`config.mk`:
```
export PLATFORM = sky130hd
export DESIGN_NAME = trap_unit
export DESIGN_NICKNAME = d
export VERILOG_FILES = /design/src/logic/trap_pkg.sv /design/src/logic/trap_state_if.sv /design/src/logic/csr_regs.sv /design/src/logic/irq_select.sv /design/src/logic/trap_ctrl.sv /design/src/logic/trap_unit.sv
export SDC_FILE = /design/constraint.sdc
export NUM_CORES = 1
export LEC_CHECK = 0
export BUFFER_PORTS_ARGS = -buffer_cell sky130_fd_sc_hd__clkbuf_2
export CAP_MARGIN = 30
export CORE_UTILIZATION = 30
export CTS_BUF_LIST = sky130_fd_sc_hd__clkbuf_4 sky130_fd_sc_hd__clkbuf_8
export CTS_CLUSTER_DIAMETER = 100
export CTS_CLUSTER_SIZE = 12
export DETAILED_ROUTE_END_ITERATION = 10
export HOLD_SLACK_MARGIN = 0.12
export PLACE_DENSITY_LB_ADDON = 0.1
export REMOVE_ABC_BUFFERS = 1
export SLEW_MARGIN = 20
export SYNTH_ARGS = -nofsm -noshare
export SYNTH_HDL_FRONTEND = slang
export SYNTH_SLANG_ARGS = --single-unit
```
`constraint.sdc`:
```
create_clock -name clk -period 6.1 [get_ports clk]
set_input_delay 1.22 -clock clk [delete_from_list [all_inputs] [get_ports clk]]
set_output_delay 1.22 -clock clk [all_outputs]
set_load 0.005 [all_outputs]
```
`src/logic/trap_pkg.sv`:
```
// trap unit package: data widths, machine CSR addresses, bit positions and cause codes.
package trap_pkg;

    // data path.
    localparam int XLEN = 32;

    typedef logic [XLEN-1:0] xlen_t;
    typedef logic [11:0]     csr_addr_t;
    typedef logic [1:0]      priv_t;

    // privilege levels, only user and machine exist.
    localparam priv_t PRV_U = 2'd0;
    localparam priv_t PRV_M = 2'd3;

    // machine trap setup.
    localparam csr_addr_t CSR_MSTATUS  = 12'h300;
    localparam csr_addr_t CSR_MIE      = 12'h304;
    localparam csr_addr_t CSR_MTVEC    = 12'h305;

    // machine trap handling.
    localparam csr_addr_t CSR_MSCRATCH = 12'h340;
    localparam csr_addr_t CSR_MEPC     = 12'h341;
    localparam csr_addr_t CSR_MCAUSE   = 12'h342;
    localparam csr_addr_t CSR_MTVAL    = 12'h343;
    localparam csr_addr_t CSR_MIP      = 12'h344;

    // bit position in mie/mip, equal to the interrupt cause code.
    localparam int IRQ_MSI = 3;
    localparam int IRQ_MTI = 7;
    localparam int IRQ_MEI = 11;

    // mstatus fields.
    localparam int MSTATUS_MIE_BIT  = 3;
    localparam int MSTATUS_MPIE_BIT = 7;
    localparam int MSTATUS_MPP_LSB  = 11;

    // width of the stored exception code in mcause.
    localparam int CAUSE_CODE_W = 4;

    // depth of the interrupt line synchronizer.
    localparam int SYNC_STAGES = 2;

endpackage

```
`src/logic/trap_state_if.sv`:
```
// trap state bundle from trap control to the CSR read mux.
interface trap_state_if import trap_pkg::*; ();

    priv_t prv;
    logic  mstatus_mie;
    logic  mstatus_mpie;
    priv_t mstatus_mpp;
    xlen_t mepc;
    xlen_t mcause;
    xlen_t mtval;

    modport source (
        output prv, mstatus_mie, mstatus_mpie, mstatus_mpp, mepc, mcause, mtval
    );

    modport sink (
        input prv, mstatus_mie, mstatus_mpie, mstatus_mpp, mepc, mcause, mtval
    );

endinterface

```
`src/logic/csr_regs.sv`:
```
// machine CSR block: mie, mtvec and mscratch storage plus the CSR read mux.
module csr_regs import trap_pkg::*; (
    input  logic         clk,
    input  logic         srstn,
    input  logic         csr_wr,
    input  csr_addr_t    csr_waddr,
    input  xlen_t        csr_wdata,
    input  csr_addr_t    csr_raddr,
    input  logic [2:0]   mip_pend,
    trap_state_if.sink   state,
    output logic [2:0]   mie_en,
    output xlen_t        mtvec,
    output xlen_t        csr_rdata
);

xlen_t mscratch;
xlen_t mstatus_rd;
xlen_t mie_rd;
xlen_t mip_rd;

// enable order {mei, mti, msi}, same as the pending lines.
always_ff @(posedge clk or negedge srstn) begin
    if (~srstn) begin
        mie_en   <= '0;
        mtvec    <= '0;
        mscratch <= '0;
    end
    else if (csr_wr) begin
        if (csr_waddr == CSR_MIE) begin
            mie_en <= {csr_wdata[IRQ_MEI], csr_wdata[IRQ_MTI], csr_wdata[IRQ_MSI]};
        end
        // mode values above 1 are reserved.
        if (csr_waddr == CSR_MTVEC) begin
            mtvec <= {csr_wdata[XLEN-1:2], 1'b0, csr_wdata[0]};
        end
        if (csr_waddr == CSR_MSCRATCH) begin
            mscratch <= csr_wdata;
        end
    end
end

always_comb begin
    mstatus_rd                          = '0;
    mstatus_rd[MSTATUS_MIE_BIT]         = state.mstatus_mie;
    mstatus_rd[MSTATUS_MPIE_BIT]        = state.mstatus_mpie;
    mstatus_rd[MSTATUS_MPP_LSB +: 2]    = state.mstatus_mpp;

    mie_rd          = '0;
    mie_rd[IRQ_MSI] = mie_en[0];
    mie_rd[IRQ_MTI] = mie_en[1];
    mie_rd[IRQ_MEI] = mie_en[2];

    mip_rd          = '0;
    mip_rd[IRQ_MSI] = mip_pend[0];
    mip_rd[IRQ_MTI] = mip_pend[1];
    mip_rd[IRQ_MEI] = mip_pend[2];
end

always_comb begin
    case (csr_raddr)
        CSR_MSTATUS:  csr_rdata = mstatus_rd;
        CSR_MIE:      csr_rdata = mie_rd;
        CSR_MIP:      csr_rdata = mip_rd;
        CSR_MTVEC:    csr_rdata = mtvec;
        CSR_MSCRATCH: csr_rdata = mscratch;
        CSR_MEPC:     csr_rdata = state.mepc;
        CSR_MCAUSE:   csr_rdata = state.mcause;
        CSR_MTVAL:    csr_rdata = state.mtval;
        default:      csr_rdata = '0;
    endcase
end

endmodule

```
`src/logic/irq_select.sv`:
```
// interrupt select: synchronizes the machine interrupt lines and resolves their priority.
module irq_select import trap_pkg::*; (
    input  logic                    clk,
    input  logic                    srstn,
    input  logic                    ext_msip,
    input  logic                    ext_mtip,
    input  logic                    ext_meip,
    input  logic [2:0]              mie_en,
    output logic [2:0]              mip_pend,
    output logic [2:0]              irq_m_en,
    output logic                    irq_any,
    output logic [CAUSE_CODE_W-1:0] irq_code,
    output logic                    wakeup
);

// line order in every 3-bit vector is {mei, mti, msi}.
logic [SYNC_STAGES-1:0][2:0] sync_q;

always_ff @(posedge clk or negedge srstn) begin
    if (~srstn) begin
        sync_q <= '0;
    end
    else begin
        sync_q <= {sync_q[SYNC_STAGES-2:0], {ext_meip, ext_mtip, ext_msip}};
    end
end

assign mip_pend = sync_q[SYNC_STAGES-1];
assign irq_m_en = mip_pend & mie_en;
assign irq_any  = |irq_m_en;

// external first, then software, then timer.
always_comb begin
    if (irq_m_en[2]) begin
        irq_code = CAUSE_CODE_W'(IRQ_MEI);
    end
    else if (irq_m_en[0]) begin
        irq_code = CAUSE_CODE_W'(IRQ_MSI);
    end
    else if (irq_m_en[1]) begin
        irq_code = CAUSE_CODE_W'(IRQ_MTI);
    end
    else begin
        irq_code = '0;
    end
end

// wake the core even while the global enable is off.
assign wakeup = irq_any;

endmodule

```
`src/logic/trap_ctrl.sv`:
```
// trap control: privilege and mstatus state, trap entry, interrupt entry and mret.
module trap_ctrl import trap_pkg::*; (
    input  logic                    clk,
    input  logic                    srstn,
    input  logic                    irq_any,
    input  logic [CAUSE_CODE_W-1:0] irq_code,
    input  logic                    int_mask,
    input  logic                    trap_en,
    input  xlen_t                   trap_epc,
    input  xlen_t                   trap_cause,
    input  xlen_t                   trap_val,
    input  logic                    mret,
    input  logic                    csr_wr,
    input  csr_addr_t               csr_waddr,
    input  xlen_t                   csr_wdata,
    input  xlen_t                   mtvec,
    trap_state_if.source            state,
    output logic                    irq_trigger,
    output xlen_t                   cause,
    output xlen_t                   tval,
    output xlen_t                   trap_vec,
    output xlen_t                   ret_epc,
    output logic                    eret_en
);

priv_t                   prv;
logic                    mie;
logic                    mpie;
priv_t                   mpp;
xlen_t                   mepc;
logic                    mcause_int;
logic [CAUSE_CODE_W-1:0] mcause_code;
xlen_t                   mtval;
logic                    int_take;
logic                    wr_mstatus;
priv_t                   wr_mpp;
xlen_t                   vec_offset;

// user mode always takes an enabled interrupt.
assign int_take    = irq_any & ~int_mask & ~trap_en & ((prv == PRV_U) | mie);
assign irq_trigger = int_take;
assign eret_en     = mret & ~trap_en;
assign ret_epc     = mepc;

assign cause = trap_en  ? trap_cause :
               int_take ? {1'b1, {(XLEN-CAUSE_CODE_W-1){1'b0}}, irq_code} :
                          '0;
assign tval  = trap_en ? trap_val : '0;

assign vec_offset = (int_take & mtvec[0]) ?
                    {{(XLEN-CAUSE_CODE_W-2){1'b0}}, irq_code, 2'b00} : '0;
assign trap_vec   = {mtvec[XLEN-1:2], 2'b00} + vec_offset;

assign wr_mstatus = csr_wr && (csr_waddr == CSR_MSTATUS);
// mpp holds only legal levels.
assign wr_mpp     = (csr_wdata[MSTATUS_MPP_LSB +: 2] == PRV_M) ? PRV_M : PRV_U;

always_ff @(posedge clk or negedge srstn) begin
    if (~srstn) begin
        prv  <= PRV_M;
        mie  <= 1'b0;
        mpie <= 1'b0;
        mpp  <= PRV_U;
    end
    else if (trap_en || int_take) begin
        prv  <= PRV_M;
        mpp  <= prv;
        mpie <= mie;
        mie  <= 1'b0;
    end
    else if (mret) begin
        prv  <= mpp;
        mie  <= mpie;
        mpie <= 1'b1;
        mpp  <= PRV_U;
    end
    else if (wr_mstatus) begin
        mie  <= csr_wdata[MSTATUS_MIE_BIT];
        mpie <= csr_wdata[MSTATUS_MPIE_BIT];
        mpp  <= wr_mpp;
    end
end

always_ff @(posedge clk or negedge srstn) begin
    if (~srstn) begin
        mepc        <= '0;
        mcause_int  <= 1'b0;
        mcause_code <= '0;
        mtval       <= '0;
    end
    else if (trap_en) begin
        mepc        <= trap_epc;
        mcause_int  <= trap_cause[XLEN-1];
        mcause_code <= trap_cause[CAUSE_CODE_W-1:0];
        mtval       <= trap_val;
    end
    else if (int_take) begin
        mepc        <= trap_epc;
        mcause_int  <= 1'b1;
        mcause_code <= irq_code;
        mtval       <= '0;
    end
    else if (csr_wr) begin
        if (csr_waddr == CSR_MEPC) begin
            mepc <= {csr_wdata[XLEN-1:1], 1'b0};
        end
        if (csr_waddr == CSR_MCAUSE) begin
            mcause_int  <= csr_wdata[XLEN-1];
            mcause_code <= csr_wdata[CAUSE_CODE_W-1:0];
        end
        if (csr_waddr == CSR_MTVAL) begin
            mtval <= csr_wdata;
        end
    end
end

assign state.prv          = prv;
assign state.mstatus_mie  = mie;
assign state.mstatus_mpie = mpie;
assign state.mstatus_mpp  = mpp;
assign state.mepc         = mepc;
assign state.mcause       = {mcause_int, {(XLEN-CAUSE_CODE_W-1){1'b0}}, mcause_code};
assign state.mtval        = mtval;

endmodule

```
`src/logic/trap_unit.sv`:
```
// trap and status unit top: machine mode traps, interrupts and CSRs for an RV32 core.
module trap_unit import trap_pkg::*; (
    input  logic      clk,
    input  logic      srstn,
    input  logic      ext_msip,
    input  logic      ext_mtip,
    input  logic      ext_meip,
    input  logic      int_mask,
    input  logic      trap_en,
    input  xlen_t     trap_epc,
    input  xlen_t     trap_cause,
    input  xlen_t     trap_val,
    input  logic      mret,
    input  logic      csr_wr,
    input  csr_addr_t csr_waddr,
    input  xlen_t     csr_wdata,
    input  csr_addr_t csr_raddr,
    output xlen_t     csr_rdata,
    output priv_t     prv,
    output logic      irq_trigger,
    output logic      wakeup,
    output xlen_t     cause,
    output xlen_t     tval,
    output xlen_t     trap_vec,
    output xlen_t     ret_epc,
    output logic      eret_en
);

logic [2:0]              mie_en;
logic [2:0]              mip_pend;
logic                    irq_any;
logic [CAUSE_CODE_W-1:0] irq_code;
xlen_t                   mtvec;

trap_state_if state_if ();

irq_select irq_select_i (
    .clk      (clk),
    .srstn    (srstn),
    .ext_msip (ext_msip),
    .ext_mtip (ext_mtip),
    .ext_meip (ext_meip),
    .mie_en   (mie_en),
    .mip_pend (mip_pend),
    .irq_m_en (),
    .irq_any  (irq_any),
    .irq_code (irq_code),
    .wakeup   (wakeup)
);

trap_ctrl trap_ctrl_i (
    .clk         (clk),
    .srstn       (srstn),
    .irq_any     (irq_any),
    .irq_code    (irq_code),
    .int_mask    (int_mask),
    .trap_en     (trap_en),
    .trap_epc    (trap_epc),
    .trap_cause  (trap_cause),
    .trap_val    (trap_val),
    .mret        (mret),
    .csr_wr      (csr_wr),
    .csr_waddr   (csr_waddr),
    .csr_wdata   (csr_wdata),
    .mtvec       (mtvec),
    .state       (state_if.source),
    .irq_trigger (irq_trigger),
    .cause       (cause),
    .tval        (tval),
    .trap_vec    (trap_vec),
    .ret_epc     (ret_epc),
    .eret_en     (eret_en)
);

csr_regs csr_regs_i (
    .clk       (clk),
    .srstn     (srstn),
    .csr_wr    (csr_wr),
    .csr_waddr (csr_waddr),
    .csr_wdata (csr_wdata),
    .csr_raddr (csr_raddr),
    .mip_pend  (mip_pend),
    .state     (state_if.sink),
    .mie_en    (mie_en),
    .mtvec     (mtvec),
    .csr_rdata (csr_rdata)
);

assign prv = state_if.prv;

endmodule
```
==> results.md, run 1 <==
Synthesis:
- After synthesis, the share of flip-flops with an asynchronous set or reset is 1.00.
- The number of register bits inferred by synthesis is 147.
- The most used flip-flop cell after synthesis is sky130_fd_sc_hd__dfrtp_1.
- The number of different library cells used by synthesis comes to 56.
- The proportion of synthesized chip area in sequential cells is 0.450.
- After technology mapping, the gate count stands at 765.
- The synthesis warning total is 0.
- The number of flops mapped to enable cells by yosys is 0.
- The mean instance size in the synthesized netlist is 10.7 um^2.
- After synthesis the cells add up to 8180 um^2.

Pwr:
- The ratio of total power to cell area is 205 nW/um^2.
- The internal power of the cells totals 1.58 mW.
- The sequential share of power is 0.486.
- The leakage power summed over all cells is 5.55 nW.
- The share of total power dissipated in the clock network is 0.382.
- The analysis attributes to net switching a power of 0.596 mW.
- IR analysis of the VDD net gives a maximum drop of 118 uV.
- The share of total power dissipated in combinational logic is 0.132.
- Of the total power, the share spent switching nets is 0.273.

Finish:
- The final net count is 1238.
- In the layout the commonest cells are sky130_fd_sc_hd__clkbuf_2, sky130_fd_sc_hd__dfrtp_1, sky130_fd_sc_hd__mux2_2.
- The number of antenna diodes in the final layout is 0.
- The count of non-filler cells in the finished layout is 1425.
- The area growth from synthesis to layout is 29.7%.
- Of the cells placed in the final design, the portion with a size suffix greater than 1 is 0.423.
- The library cell used most frequently in the layout, excluding fill and tap cells, is sky130_fd_sc_hd__clkbuf_2.
- The number of filler instances in the final layout is 2762.

Floorplanning:
- The initial standard-cell utilization of the core is 0.304.
- The floorplan step set the die height to 167 um.
- The die outline area is 27900 um^2.
- The I/O pin total is 326.
- The core box area is 26900 um^2.
- The floorplan step set the die width to 167 um.
- The total number of placement rows is 60.

Critical path:
- The highest net fanout along the worst path is 7.
- The worst setup path is launched from a register.
- The worst setup path is of the register to output port kind.
- The data arrival time of the critical path is 4.09 ns.
- Data on the critical path is required at its endpoint by 4.88 ns.
- The library cell contributing the largest single delay on the critical path is sky130_fd_sc_hd__a222oi_1.
- The worst setup path is captured at an output port.
- For this run, the slowest stage of the critical path takes 0.61 ns.
- Traced cell by cell, the critical path runs through a222oi_1 -> nor4_1 -> buf_4 -> nand2_1 -> inv_1 -> and3_1 -> ha_1 -> a21oi_1 -> o22ai_1 -> and2_1 -> and3_1 -> xor2_1 -> clkbuf_2.
- Counting stages on the worst path, the most repeated cell is sky130_fd_sc_hd__and3_1.

Clock tree:
- In this run, post-CTS repair resized a total of 0 instances.
- The total setup buffers inserted after CTS is 0.
- The number of clock buffers added by TritonCTS is 17.
- The library cell used as clock root buffer is sky130_fd_sc_hd__clkbuf_8.
- The longest clock path from root to sink contains 2 buffers.
- The clock transition at the registers of the reported paths is 0.08 ns.
- Clock latency on the worst-skew pair, taken at its later pin, is 0.46 ns.
- The tree built by TritonCTS fans out to 147 sinks.
- The H-tree generated during clock tree synthesis spans 4 levels.
- The number of buffers added to fix hold violations after cts is 0.
- TritonCTS built the clock tree.

Route:
- The final wirelength is 28100 um.
- After detailed routing, the number of vias per cell comes to 5.00.
- The number of detailed-route iterations in the first pass is 4.
- After detailed routing, the number of remaining DRC violations is 0.
- In the final routed layout, each cell accounts on average for 19.7 um.
- The antenna violation net count after detailed routing is 0.
- The count of routing violations after the opening detailed-route iteration is 305.
- The total via count in the routed design is 7130.

Place:
- The wire-length estimate of the detail-placed layout is 19900 um.
- The count of placed standard cells including taps is 1394.
- The count of buffers added on input and output ports is 323.
- The last weighted congestion value of the routability-driven placer is 0.772.

STA:
- The pin slew with the least headroom to its limit is 0.953 ns.
- The total count of max-transition violations in the final report is 0.
- The setup total negative slack is 0 ns.
- The final period utilization is 0.871.
- The hold violation total from the final report came to 0.
- Timing would allow up to 188 MHz.
- Setup violations remaining at the end of the flow were counted as 0.
- The minimum period implied by the final worst setup slack is 5.31 ns.
- Measured against its own limit, the worst slew margin works out to 0.363.
- The worst hold slack after final layout is 0.356 ns.
- Setup repair after global routing left no endpoint under its margin.
- The final worst clock skew is 0.0185 ns.

Global route:
- The maximum number of pins on one net before global-route repair is 71.
- The number of antenna violations at the first check in global routing is 0.
- Global routing finished with a remaining overflow of 0.
- The first global-routing pass estimated 42900 um of wire.
- The number of global-route vias before repair is 7095.
- The total global-route track usage is 0.204.

Min path:
- The type of the most critical hold path is register to register.

Run status:
- The run finished with clean final reports.

Flow run:
- Max-cap violations in this run came to 0.
==> sequential cells by signal, indices dropped and copies added, names as in the netlist, 2 cells and up <==
name,flops
csr_regs_i.mtvec,31
irq_select_i.mip_pend,3
trap_ctrl_i.ret_epc,32
trap_ctrl_i.state.prv,2
irq_select_i.sync_q,3
trap_ctrl_i.state.mstatus_mpp,2
csr_regs_i.mie_en,3
trap_ctrl_i.mcause_code,4
csr_regs_i.mscratch,32
trap_ctrl_i.state.mtval,32
==> worst max-delay path, delay by kind of cell (launching register included) <==
family | cells | cell delay [ns]
AOI/OAI and AO/OA | 3 | 1.08
xor gates and xnor gates | 1 | 0.19
DFF | 1 | 0.46
and+or+nand+nor | 5 | 1.09
adders and majority gates | 1 | 0.39
buffers and inverters | 3 | 0.42
==> cells by family after synthesis <==
| logic type | after synthesis | synth area share |
|---|---|---|
| simple gates | 200 | 0.135 |
| compound gates | 186 | 0.156 |
| flops | 147 | 0.450 |
| mux | 137 | 0.189 |
| buf+inv | 61 | 0.0313 |
| xor+xnor | 28 | 0.0300 |
| fa+ha+maj | 5 | 0.00856 |
| other cells | 1 | 0.000458 |
==> power groups by stage <==
stage / registers (mW) / logic (mW) / clock network (mW)
CTS: 1.06 / 0.294 / 0.863
finish: 1.06 / 0.287 / 0.833
global route: 1.07 / 0.320 / 0.900
global placement: 1.08 / 0.291 / 0
floorplan: 1.07 / 0.118 / 0
detailed placement: 1.08 / 0.293 / 0
==> Yosys cell counts (all sizes together) (2+ instances only) <==
library cell	instances	area, um^2
dfrtp	145	3630
mux2	67	754
nand2	64	240
and2	63	394
mux2i	63	631
o21ai	62	310
o21a	35	263
o22a	34	298
clkbuf	32	120
a22oi	26	195
buf	20	103
xnor2	20	175
nor2	15	71.3
nand3	13	65.1
nor2b	10	62.6
inv	9	33.8
a21oi	8	40.0
xor2	8	70.1
mux4	7	158
and3	5	31.3
nand4	5	31.3
a21o	4	30.0
and4	4	35.0
ha	4	50.1
nor4	4	46.3
a31oi	3	18.8
nand2b	3	18.8
nor3	3	15.0
a221o	2	20.0
dfstp	2	52.6
nand3b	2	15.0
nand4bb	2	22.5
o21bai	2	15.0
o22ai	2	12.5
o31ai	2	15.0
or4	2	15.0
==> layout make-up <==
class / count / area [um^2] / area share
Sequential cell: 147 / 3680 / 0.347
Tap cell: 341 / 427 / 0.0402
Timing Repair Buffer: 339 / 1770 / 0.167
Clock buffer: 18 / 248 / 0.0233
Multi-Input combinational cell: 558 / 4270 / 0.403
Inverter: 9 / 33.8 / 0.00318
Clock inverter: 13 / 175 / 0.0165
==> per-layer routing <==
metal  vias to the layer above  track usage  share of wire
met1                      3492        0.263           0.44
met3                        22       0.0347          0.048
met5                         -            0              0
met4                         0       0.0439         0.0097
li1                       3384            -              -
met2                       232        0.356           0.50
==> through the flow <==
step	utilization	power (mW)	cell area (um^2)	worst slack, ns
2_1_floorplan	-	1.19	7960	1.25
3_3_place_gp	0.377	1.37	10100	0.851
3_5_place_dp	0.379	1.37	10200	0.787
4_1_cts	0.395	2.22	10600	0.738
5_1_grt	0.395	2.29	10600	0.519
6_report	0.395	2.18	10600	0.790
==> worst paths after layout <==
path	slack, ns	start	cells past startpoint	to
max	0.79	irq_select_i.mip_pend[2]	13	trap_vec[27]
min	0.36	irq_select_i.sync_q[0]	0	irq_select_i.mip_pend[0]
max reg2reg	2.92	irq_select_i.mip_pend[2]	6	trap_ctrl_i.state.mtval[23]
min reg2reg	0.36	irq_select_i.sync_q[0]	0	irq_select_i.mip_pend[0]
max in group asynchronous	4.29	srstn	2	csr_regs_i.mtvec[7]
min in group asynchronous	0.71	srstn	1	trap_ctrl_i.ret_epc[17]
Note: power is estimated with default switching activity, not from simulation.
==> inputs of run 2 (changes only) <==
==> constraint.sdc (replaced) <==
create_clock -name clk -period 6.1 [get_ports clk]
set_input_delay 1.22 -clock clk [delete_from_list [all_inputs] [get_ports clk]]
set_output_delay 1.22 -clock clk [all_outputs]
set_load 0.02 [all_outputs]
==> run 2 against run 1 <==
Net effect:
- global-route usage decreased by 0.25 points
- register-to-register slack improved by 0.63 ns
- largest power group unchanged
- sequential power about the same
- flip-flop and latch count unchanged
- first-iteration DRC count increased by 7.5%
- non-clock buffer count unchanged
==> results.md, run 2 (same netlist as run 1, synthesis figures left out) <==
Critical path:
- Of all nets on the critical path, the largest fanout is 5.
- On the critical path, the stage with the largest delay is an instance of sky130_fd_sc_hd__fa_1.
- The largest single stage delay on the critical path is 0.44 ns.
- The worst setup path is launched from an input port.
- The worst path required time is 4.88 ns.
- Traced cell by cell, the critical path runs through clkbuf_2 -> nor4_1 -> buf_4 -> nand2_1 -> inv_1 -> ha_1 -> inv_1 -> fa_1 -> nor2b_1 -> o311a_1 -> and2_1 -> nand3_1 -> xnor2_1 -> clkbuf_2.
- The category of the worst setup path capture point is an output port.
- The data arrival time of the critical path is 4.07 ns.
- The startpoint-to-endpoint class of the critical path is input port to output port.
- For the worst flop-to-flop path, the logic depth is 6.

Route:
- In the routed layout, each cell is associated on average with a via count of 4.99.
- For this run, design rule violations remaining after detail routing come to 0.
- The routed wire length per instance is 19.5 um.
- For this block, the initial DRC count from the detailed router was 328.
- The number of detailed-route iterations in the first pass is 4.
- The total via count in the routed design is 7112.
- The final wirelength is 27900 um.
- In this run the remaining antenna-violating nets after routing total 0.

Pwr:
- The leakage power summed over all cells is 5.52 nW.
- The worst IR drop on VDD is 111 uV.
- For this design the ratio of total power to cell area is 205 nW/um^2.
- The overall power is 2.17 mW.

Place:
- The placed wire-length estimate after detailed placement is 19600 um.
- The number of placed instances, taps included, is 1392.
- Buffers placed on the I/O ports in this run total 323.
- The last weighted congestion value of the routability-driven placer is 0.761.

Floorplanning:
- The floorplan step defined a die boundary enclosing 27900 um^2.
- The core box area is 26900 um^2.
- The die height is 167 um.
- The initialized floorplan defines 60 standard-cell rows.
- The die is 167 um wide.
- Pin placement for this block handled 326 I/O pins.
- The initial utilization of the core area, before any placement, comes to 0.304.

Clock tree:
- The later pin in the worst-skew pair is clocked with a latency of 0.45 ns.
- The clock transition at the registers of the reported paths is 0.09 ns.
- Hold repair after CTS inserted 0 buffers.
- Post-CTS timing repair inserted 0 buffers for setup.
- The CTS tree is yes.
- The buffer depth of the longest clock path is 2.
- In this run the number of H-tree levels came out at 4.
- The count of cells resized by post-cts repair is 0.
- The number of buffers created by CTS is 17.
- The total clock sinks is 147.
- In this run the clock root is driven by a sky130_fd_sc_hd__clkbuf_8.

STA:
- The worst hold slack after final layout is 0.362 ns.
- Dividing the final minimum period by the clock period gives 0.868.
- The highest clock rate is 189 MHz.
- Setup repair after global routing left no endpoint under its margin.
- The total count of max-transition violations in the final report came to 0.
- The setup violation total in the final timing report is 0.
- The setup total negative slack is 0 ns.
- The hold violation total from the final report is 0.
- The worst path needs 5.29 ns of the cycle, external delays included.
- The pin slew with the least headroom to its limit is 0.912 ns.
- On the final layout, the worst clock skew is 0.0133 ns.
- Measured against its own limit, the worst slew margin works out to 0.390.

Global route:
- The total overflow left after global routing is 0.
- The maximum number of pins on one net before global-route repair is 98.
- The global-route wire length before repair is 42300 um.
- The number of global-route vias before repair is 7108.
- The total global-route track usage is 0.201.
- The number of antenna violations at the first check in global routing is 0.

Finish:
- The commonest non-fill, non-tap cell in the layout is sky130_fd_sc_hd__clkbuf_2.
- The repair_antennas step left the layout with diodes totalling 0.
- Leaving out fill and tap cells, the most frequent cells in the layout are sky130_fd_sc_hd__clkbuf_2, sky130_fd_sc_hd__dfrtp_1, sky130_fd_sc_hd__mux2_2.
- The area of the multi-input gates is 4270 um^2.
- The number of filler instances in the final layout is 2746.
- The final net count is 1238.
- For this run, the number of standard cells in the final layout without fillers is 1426.
- The growth of design area from synthesis to finish is 29.3%.
- The fraction of layout instances using a drive strength above 1 is 0.423.
- The flip-flop and latch area is 3680 um^2.

Min path:
- The type of the most critical hold path is register to register.
- Counting instances, the worst hold path has a depth of 0.

Flow run:
- Max-cap violations in this run came to 0.

Run status:
- The flow ran to the end, and the final reports show no timing, DRC or antenna violations.
run 2: final cells by class:
class / instances / share of cell area
inverter: 9 / 0.00319
timing repair buffer: 339 / 0.168
tap: 341 / 0.0403
sequential: 147 / 0.348
clock inverter: 12 / 0.0115
clock buffer: 20 / 0.0254
multi-input combinational: 558 / 0.404
run 2: worst paths after layout:
kind / startpoint / endpoint / slack [ns]
setup / recovery: int_mask / trap_vec[30] / 0.81
hold / removal: irq_select_i.sync_q[1] / irq_select_i.mip_pend[1] / 0.36
setup reg to reg: irq_select_i.mip_pend[2] / trap_ctrl_i.ret_epc[26] / 3.55
hold reg to reg: irq_select_i.sync_q[1] / irq_select_i.mip_pend[1] / 0.36
max in group asynchronous: srstn / trap_ctrl_i.state.mtval[0] / 4.52
min in group asynchronous: srstn / trap_ctrl_i.ret_epc[17] / 0.62
run 2: critical path, delay by kind of cell:
family,cells,cell delay (ns)
compound gates,1,0.35
xor+xnor,1,0.19
fa+ha+maj,2,0.61
buf+inv,5,0.68
simple gates,5,1.02
run 2: where the power goes:
part / internal, mW / switching [mW] / total, mW
Clock: 0.356 / 0.416 / 0.772
Combinational: 0.142 / 0.198 / 0.340
Sequential: 1.02 / 0.0357 / 1.06
run 2: through the flow:
stage / cell area, um^2 / utilization / worst slack (ns)
after floorplan: 7960 / - / 0.551
final: 10600 / 0.394 / 0.808
after CTS: 10500 / 0.392 / 0.759
after global routing: 10600 / 0.394 / 0.454
after detailed placement: 10200 / 0.378 / 0.770
after global placement: 10100 / 0.377 / 0.804
run 2: layer usage:
metal,wire (um),vias to the layer above,share of wire,global-route usage
li1,-,3392,-,-
met1,12700,3469,0.46,0.265
met2,13500,235,0.48,0.340
met3,1400,16,0.050,0.0385
met4,265,0,0.0095,0.0475
met5,0,-,0,0
==> inputs of run 3 (changes only) <==
- ABC_AREA: not set -> 1
==> run 3 against run 2 <==
Net effect:
- cell area grew 8.0%
- utilization fell by 1.0 points
- highest routed layer unchanged
- global-route usage rose by 2.5 points
- sequential power about the same
- critical path type unchanged
- non-clock buffer count fell by 3
- maximum frequency is essentially flat
- first-iteration DRC count up 84%
- largest power group unchanged
- clock power up 7.8%
- register-to-register slack lost 1.0 ns
==> results.md, run 3 <==
Floorplanning:
- The region available for standard cell placement spans 29800 um^2.
- The I/O pin total is 326.
- For this configuration, the core starts out at a cell density of 0.307.
- The die height is 177 um.
- The chip width is 177 um.
- The die outline area is 31200 um^2.
- The floorplan has 63 rows.

Place:
- The worst slack after detailed placement is 0.810 ns.
- During placement, the flow inserted port buffers numbering 323.
- The last weighted congestion value of the routability-driven placer is 0.836.
- The placed wire-length estimate after detailed placement is 24600 um.

Synthesis:
- In this run, synthesis inferred 0 flip-flops with an integrated enable.
- The most area-hungry cell type in the Yosys netlist is sky130_fd_sc_hd__dfrtp_1.
- After synthesis, the mean cell area works out to 6.84 um^2.
- The number of register bits inferred by synthesis is 147.
- Yosys attributes the largest share of cell area to sky130_fd_sc_hd__dfrtp_1, sky130_fd_sc_hd__nand2_1, sky130_fd_sc_hd__inv_1.
- The most common cell in the netlist is sky130_fd_sc_hd__nand2_1.
- The mapped cell area is 9150 um^2.
- In the synthesized netlist the async set-or-reset flop fraction comes to 1.00.
- The area share of the leading cell type in the synthesized netlist is 0.396.
- The most used flip-flop cell after synthesis is sky130_fd_sc_hd__dfrtp_1.
- By count the netlist is led by sky130_fd_sc_hd__nand2_1, sky130_fd_sc_hd__inv_1, sky130_fd_sc_hd__dfrtp_1.
- Of the synthesized area, sequential elements account for 0.402.
- The synthesized instance count is 1338.
- The synthesis warning total is 0.
- The count of different cell masters after synthesis is 41.

Critical path:
- The startpoint of the worst setup timing path is trap_en.
- Of all nets on the critical path, the largest fanout is 7.
- Following the worst setup path forward leads to its endpoint at trap_vec[8].
- The signal on the critical path passes through clkbuf_2 -> nor2_1 -> nand3_4 -> nor2_1 -> ha_1 -> inv_1 -> fa_1 -> o21ai_2 -> inv_1 -> nor2_1 -> xor2_1 -> clkbuf_2.
- Among the stages of the critical path, the cell type that occurs most often is sky130_fd_sc_hd__nor2_1.
- The data arrival time of the critical path is 4.07 ns.
- The length in cells of the worst reg-to-reg path is 8.
- The library cell contributing the largest single delay on the critical path is sky130_fd_sc_hd__fa_1.
- The startpoint of the worst register-to-register path is trap_ctrl_i.state.prv[1].
- The worst path required time is 4.88 ns.
- The category of the worst setup path capture point is an output port.
- The critical path startpoint category is an input port.
- The worst setup path is of the input port to output port kind.
- The largest single stage delay on the critical path is 0.46 ns.
- In this run the critical register-to-register path is captured at trap_ctrl_i.state.mtval[15].
- The setup slack on the worst flop-to-flop path is 2.51 ns.

Finish:
- Summing all multi-input logic gate instances after layout gives 4470 um^2.
- Leaving out fill and tap cells, the most frequent cell in the layout is sky130_fd_sc_hd__nand2_1.
- In the layout the commonest cells are sky130_fd_sc_hd__nand2_1, sky130_fd_sc_hd__clkbuf_2, sky130_fd_sc_hd__inv_1.
- The number of diodes is 0.
- Of the cells placed in the final design, the portion with a size suffix greater than 1 is 0.251.
- The area growth from synthesis to layout is 24.9%.
- Once layout is complete, the utilization of the core stands at 0.384.
- The final net count is 1796.
- After filler insertion, the fill cell instance count of the layout stands at 3325.
- In the final layout, flip-flops and latches occupy 3680 um^2.

Clock tree:
- Once the clock tree was built, the setup fixing pass inserted 0 buffers.
- The number of buffers created by CTS is 17.
- The clock passes through at most 2 buffers.
- Counting every sink on the clock net gives 147.
- The number of buffers added to fix hold violations after cts is 0.
- TritonCTS built the clock tree.
- The library cell used as clock root buffer is sky130_fd_sc_hd__clkbuf_8.
- Clock latency on the worst-skew pair, taken at its later pin, is 0.46 ns.
- The count of cells resized by post-cts repair is 0.
- The clock transition at the registers of the reported paths is 0.09 ns.
- The H-tree was split into 4 levels.

Route:
- For this run, design rule violations remaining after detail routing come to 0.
- The final wirelength is 35100 um.
- The routed layout has 9679 vias.
- Dividing the detail-routed wire length by the instance count gives 17.3 um.
- The count of routing violations after the opening detailed-route iteration is 602.
- Using the TritonRoute via totals, the vias-per-cell ratio works out to 4.76.
- The antenna violation net count after detailed routing is 0.
- For this run, the detailed router's first-pass iteration total came to 5.

STA:
- Across the routed clock network, the largest skew measured is 0.0146 ns.
- The setup violation total in the final timing report is 0.
- Timing would allow up to 189 MHz.
- The setup total negative slack is 0 ns.
- The worst relative slew slack is 0.415.
- The total count of max-transition violations in the final report was 0.
- The final period utilization is 0.867.
- The final worst slack is 0.812 ns.
- The pin slew with the least headroom to its limit is 0.878 ns.
- Setup repair after global routing left no endpoint under its margin.
- The hold violation total from the final report came to 0.
- The minimum period implied by the final worst setup slack is 5.29 ns.
- Final hold analysis gives a worst-case slack of 0.350 ns.

Min path:
- The type of the most critical hold path is register to register.

Global route:
- The number of antenna violations at the first check in global routing came to 0.
- For this run, the total global-route usage over all layers was measured as 0.226.
- The global-route wire length before repair is 53200 um.
- The number of global-route vias before repair is 9117.
- The maximum number of pins on one net before global-route repair is 73.
- After global routing the overflow that remains totals 0.

Flow run:
- The count of maximum capacitance violations is 0.

Pwr:
- The overall power is 2.31 mW.
- Summed over all cells, the static leakage comes to 6.44 nW.
- The ratio of total power to cell area is 202 nW/um^2.
- The worst IR drop on VDD is 112 uV.

Run status:
- The flow ran to the end, and the final reports show no timing, DRC or antenna violations.
==> run 3: logic make-up (layout without fill, tap and decap cells) <==
group,after synthesis,in the layout,share of synthesized area
AND/OR/NAND/NOR,817,817,0.395
other,1,2,0.000410
AO/OA/AOI/OAI,118,118,0.0656
XOR/XNOR,19,19,0.0182
flip-flops,147,147,0.402
adder cells (fa/ha/maj),5,5,0.00765
buffers and inverters,231,535,0.111
==> run 3: worst max-delay path, delay by kind of cell <==
kind | cells | cell delay [ns]
AO/OA/AOI/OAI | 1 | 0.33
adder cells (fa/ha/maj) | 2 | 0.68
XOR/XNOR | 1 | 0.19
buffers and inverters | 4 | 0.60
AND/OR/NAND/NOR | 4 | 1.03
==> run 3: per-stage QoR <==
| step | cells | instance area [um^2] |
|---|---|---|
| final | 2033 | 11400 |
| after global routing | 2033 | 11400 |
| after CTS | 2032 | 11400 |
| after detailed placement | 2000 | 11000 |
| after global placement | 1999 | 11000 |
| after floorplan | 1275 | 8770 |
==> run 3: worst min path at each step <==
| stage | depth (start not counted) | slack, ns | to | from |
|---|---|---|---|---|
| floorplan | 0 | 0.33 | irq_select_i.mip_pend[0] | irq_select_i.sync_q[0] |
| global placement | 0 | 0.34 | irq_select_i.mip_pend[2] | irq_select_i.sync_q[2] |
| detailed placement | 0 | 0.34 | irq_select_i.mip_pend[2] | irq_select_i.sync_q[2] |
| CTS | 0 | 0.35 | irq_select_i.mip_pend[0] | irq_select_i.sync_q[0] |
| global route | 0 | 0.36 | irq_select_i.mip_pend[0] | irq_select_i.sync_q[0] |
| finish | 0 | 0.35 | irq_select_i.mip_pend[0] | irq_select_i.sync_q[0] |
==> run 3: report_power, final <==
group	switching, mW	internal, mW
Sequential	0.0455	1.04
Combinational	0.268	0.126
Clock	0.450	0.382
Total	0.763	1.54
==> run 3: area by class of cell <==
class,count,area share
Tap cell,390,0.0427
Clock buffer,18,0.0211
Multi-Input combinational cell,961,0.391
Timing Repair Buffer,336,0.153
Clock inverter,14,0.0146
Sequential cell,147,0.322
Inverter,167,0.0551
==> run 3: layer usage <==
metal	share of wire	vias to the layer above	GRT usage
met4	0.014	0	0.0632
met5	0	-	0
met3	0.050	25	0.0271
met1	0.46	4492	0.306
li1	-	4828	-
met2	0.48	334	0.378
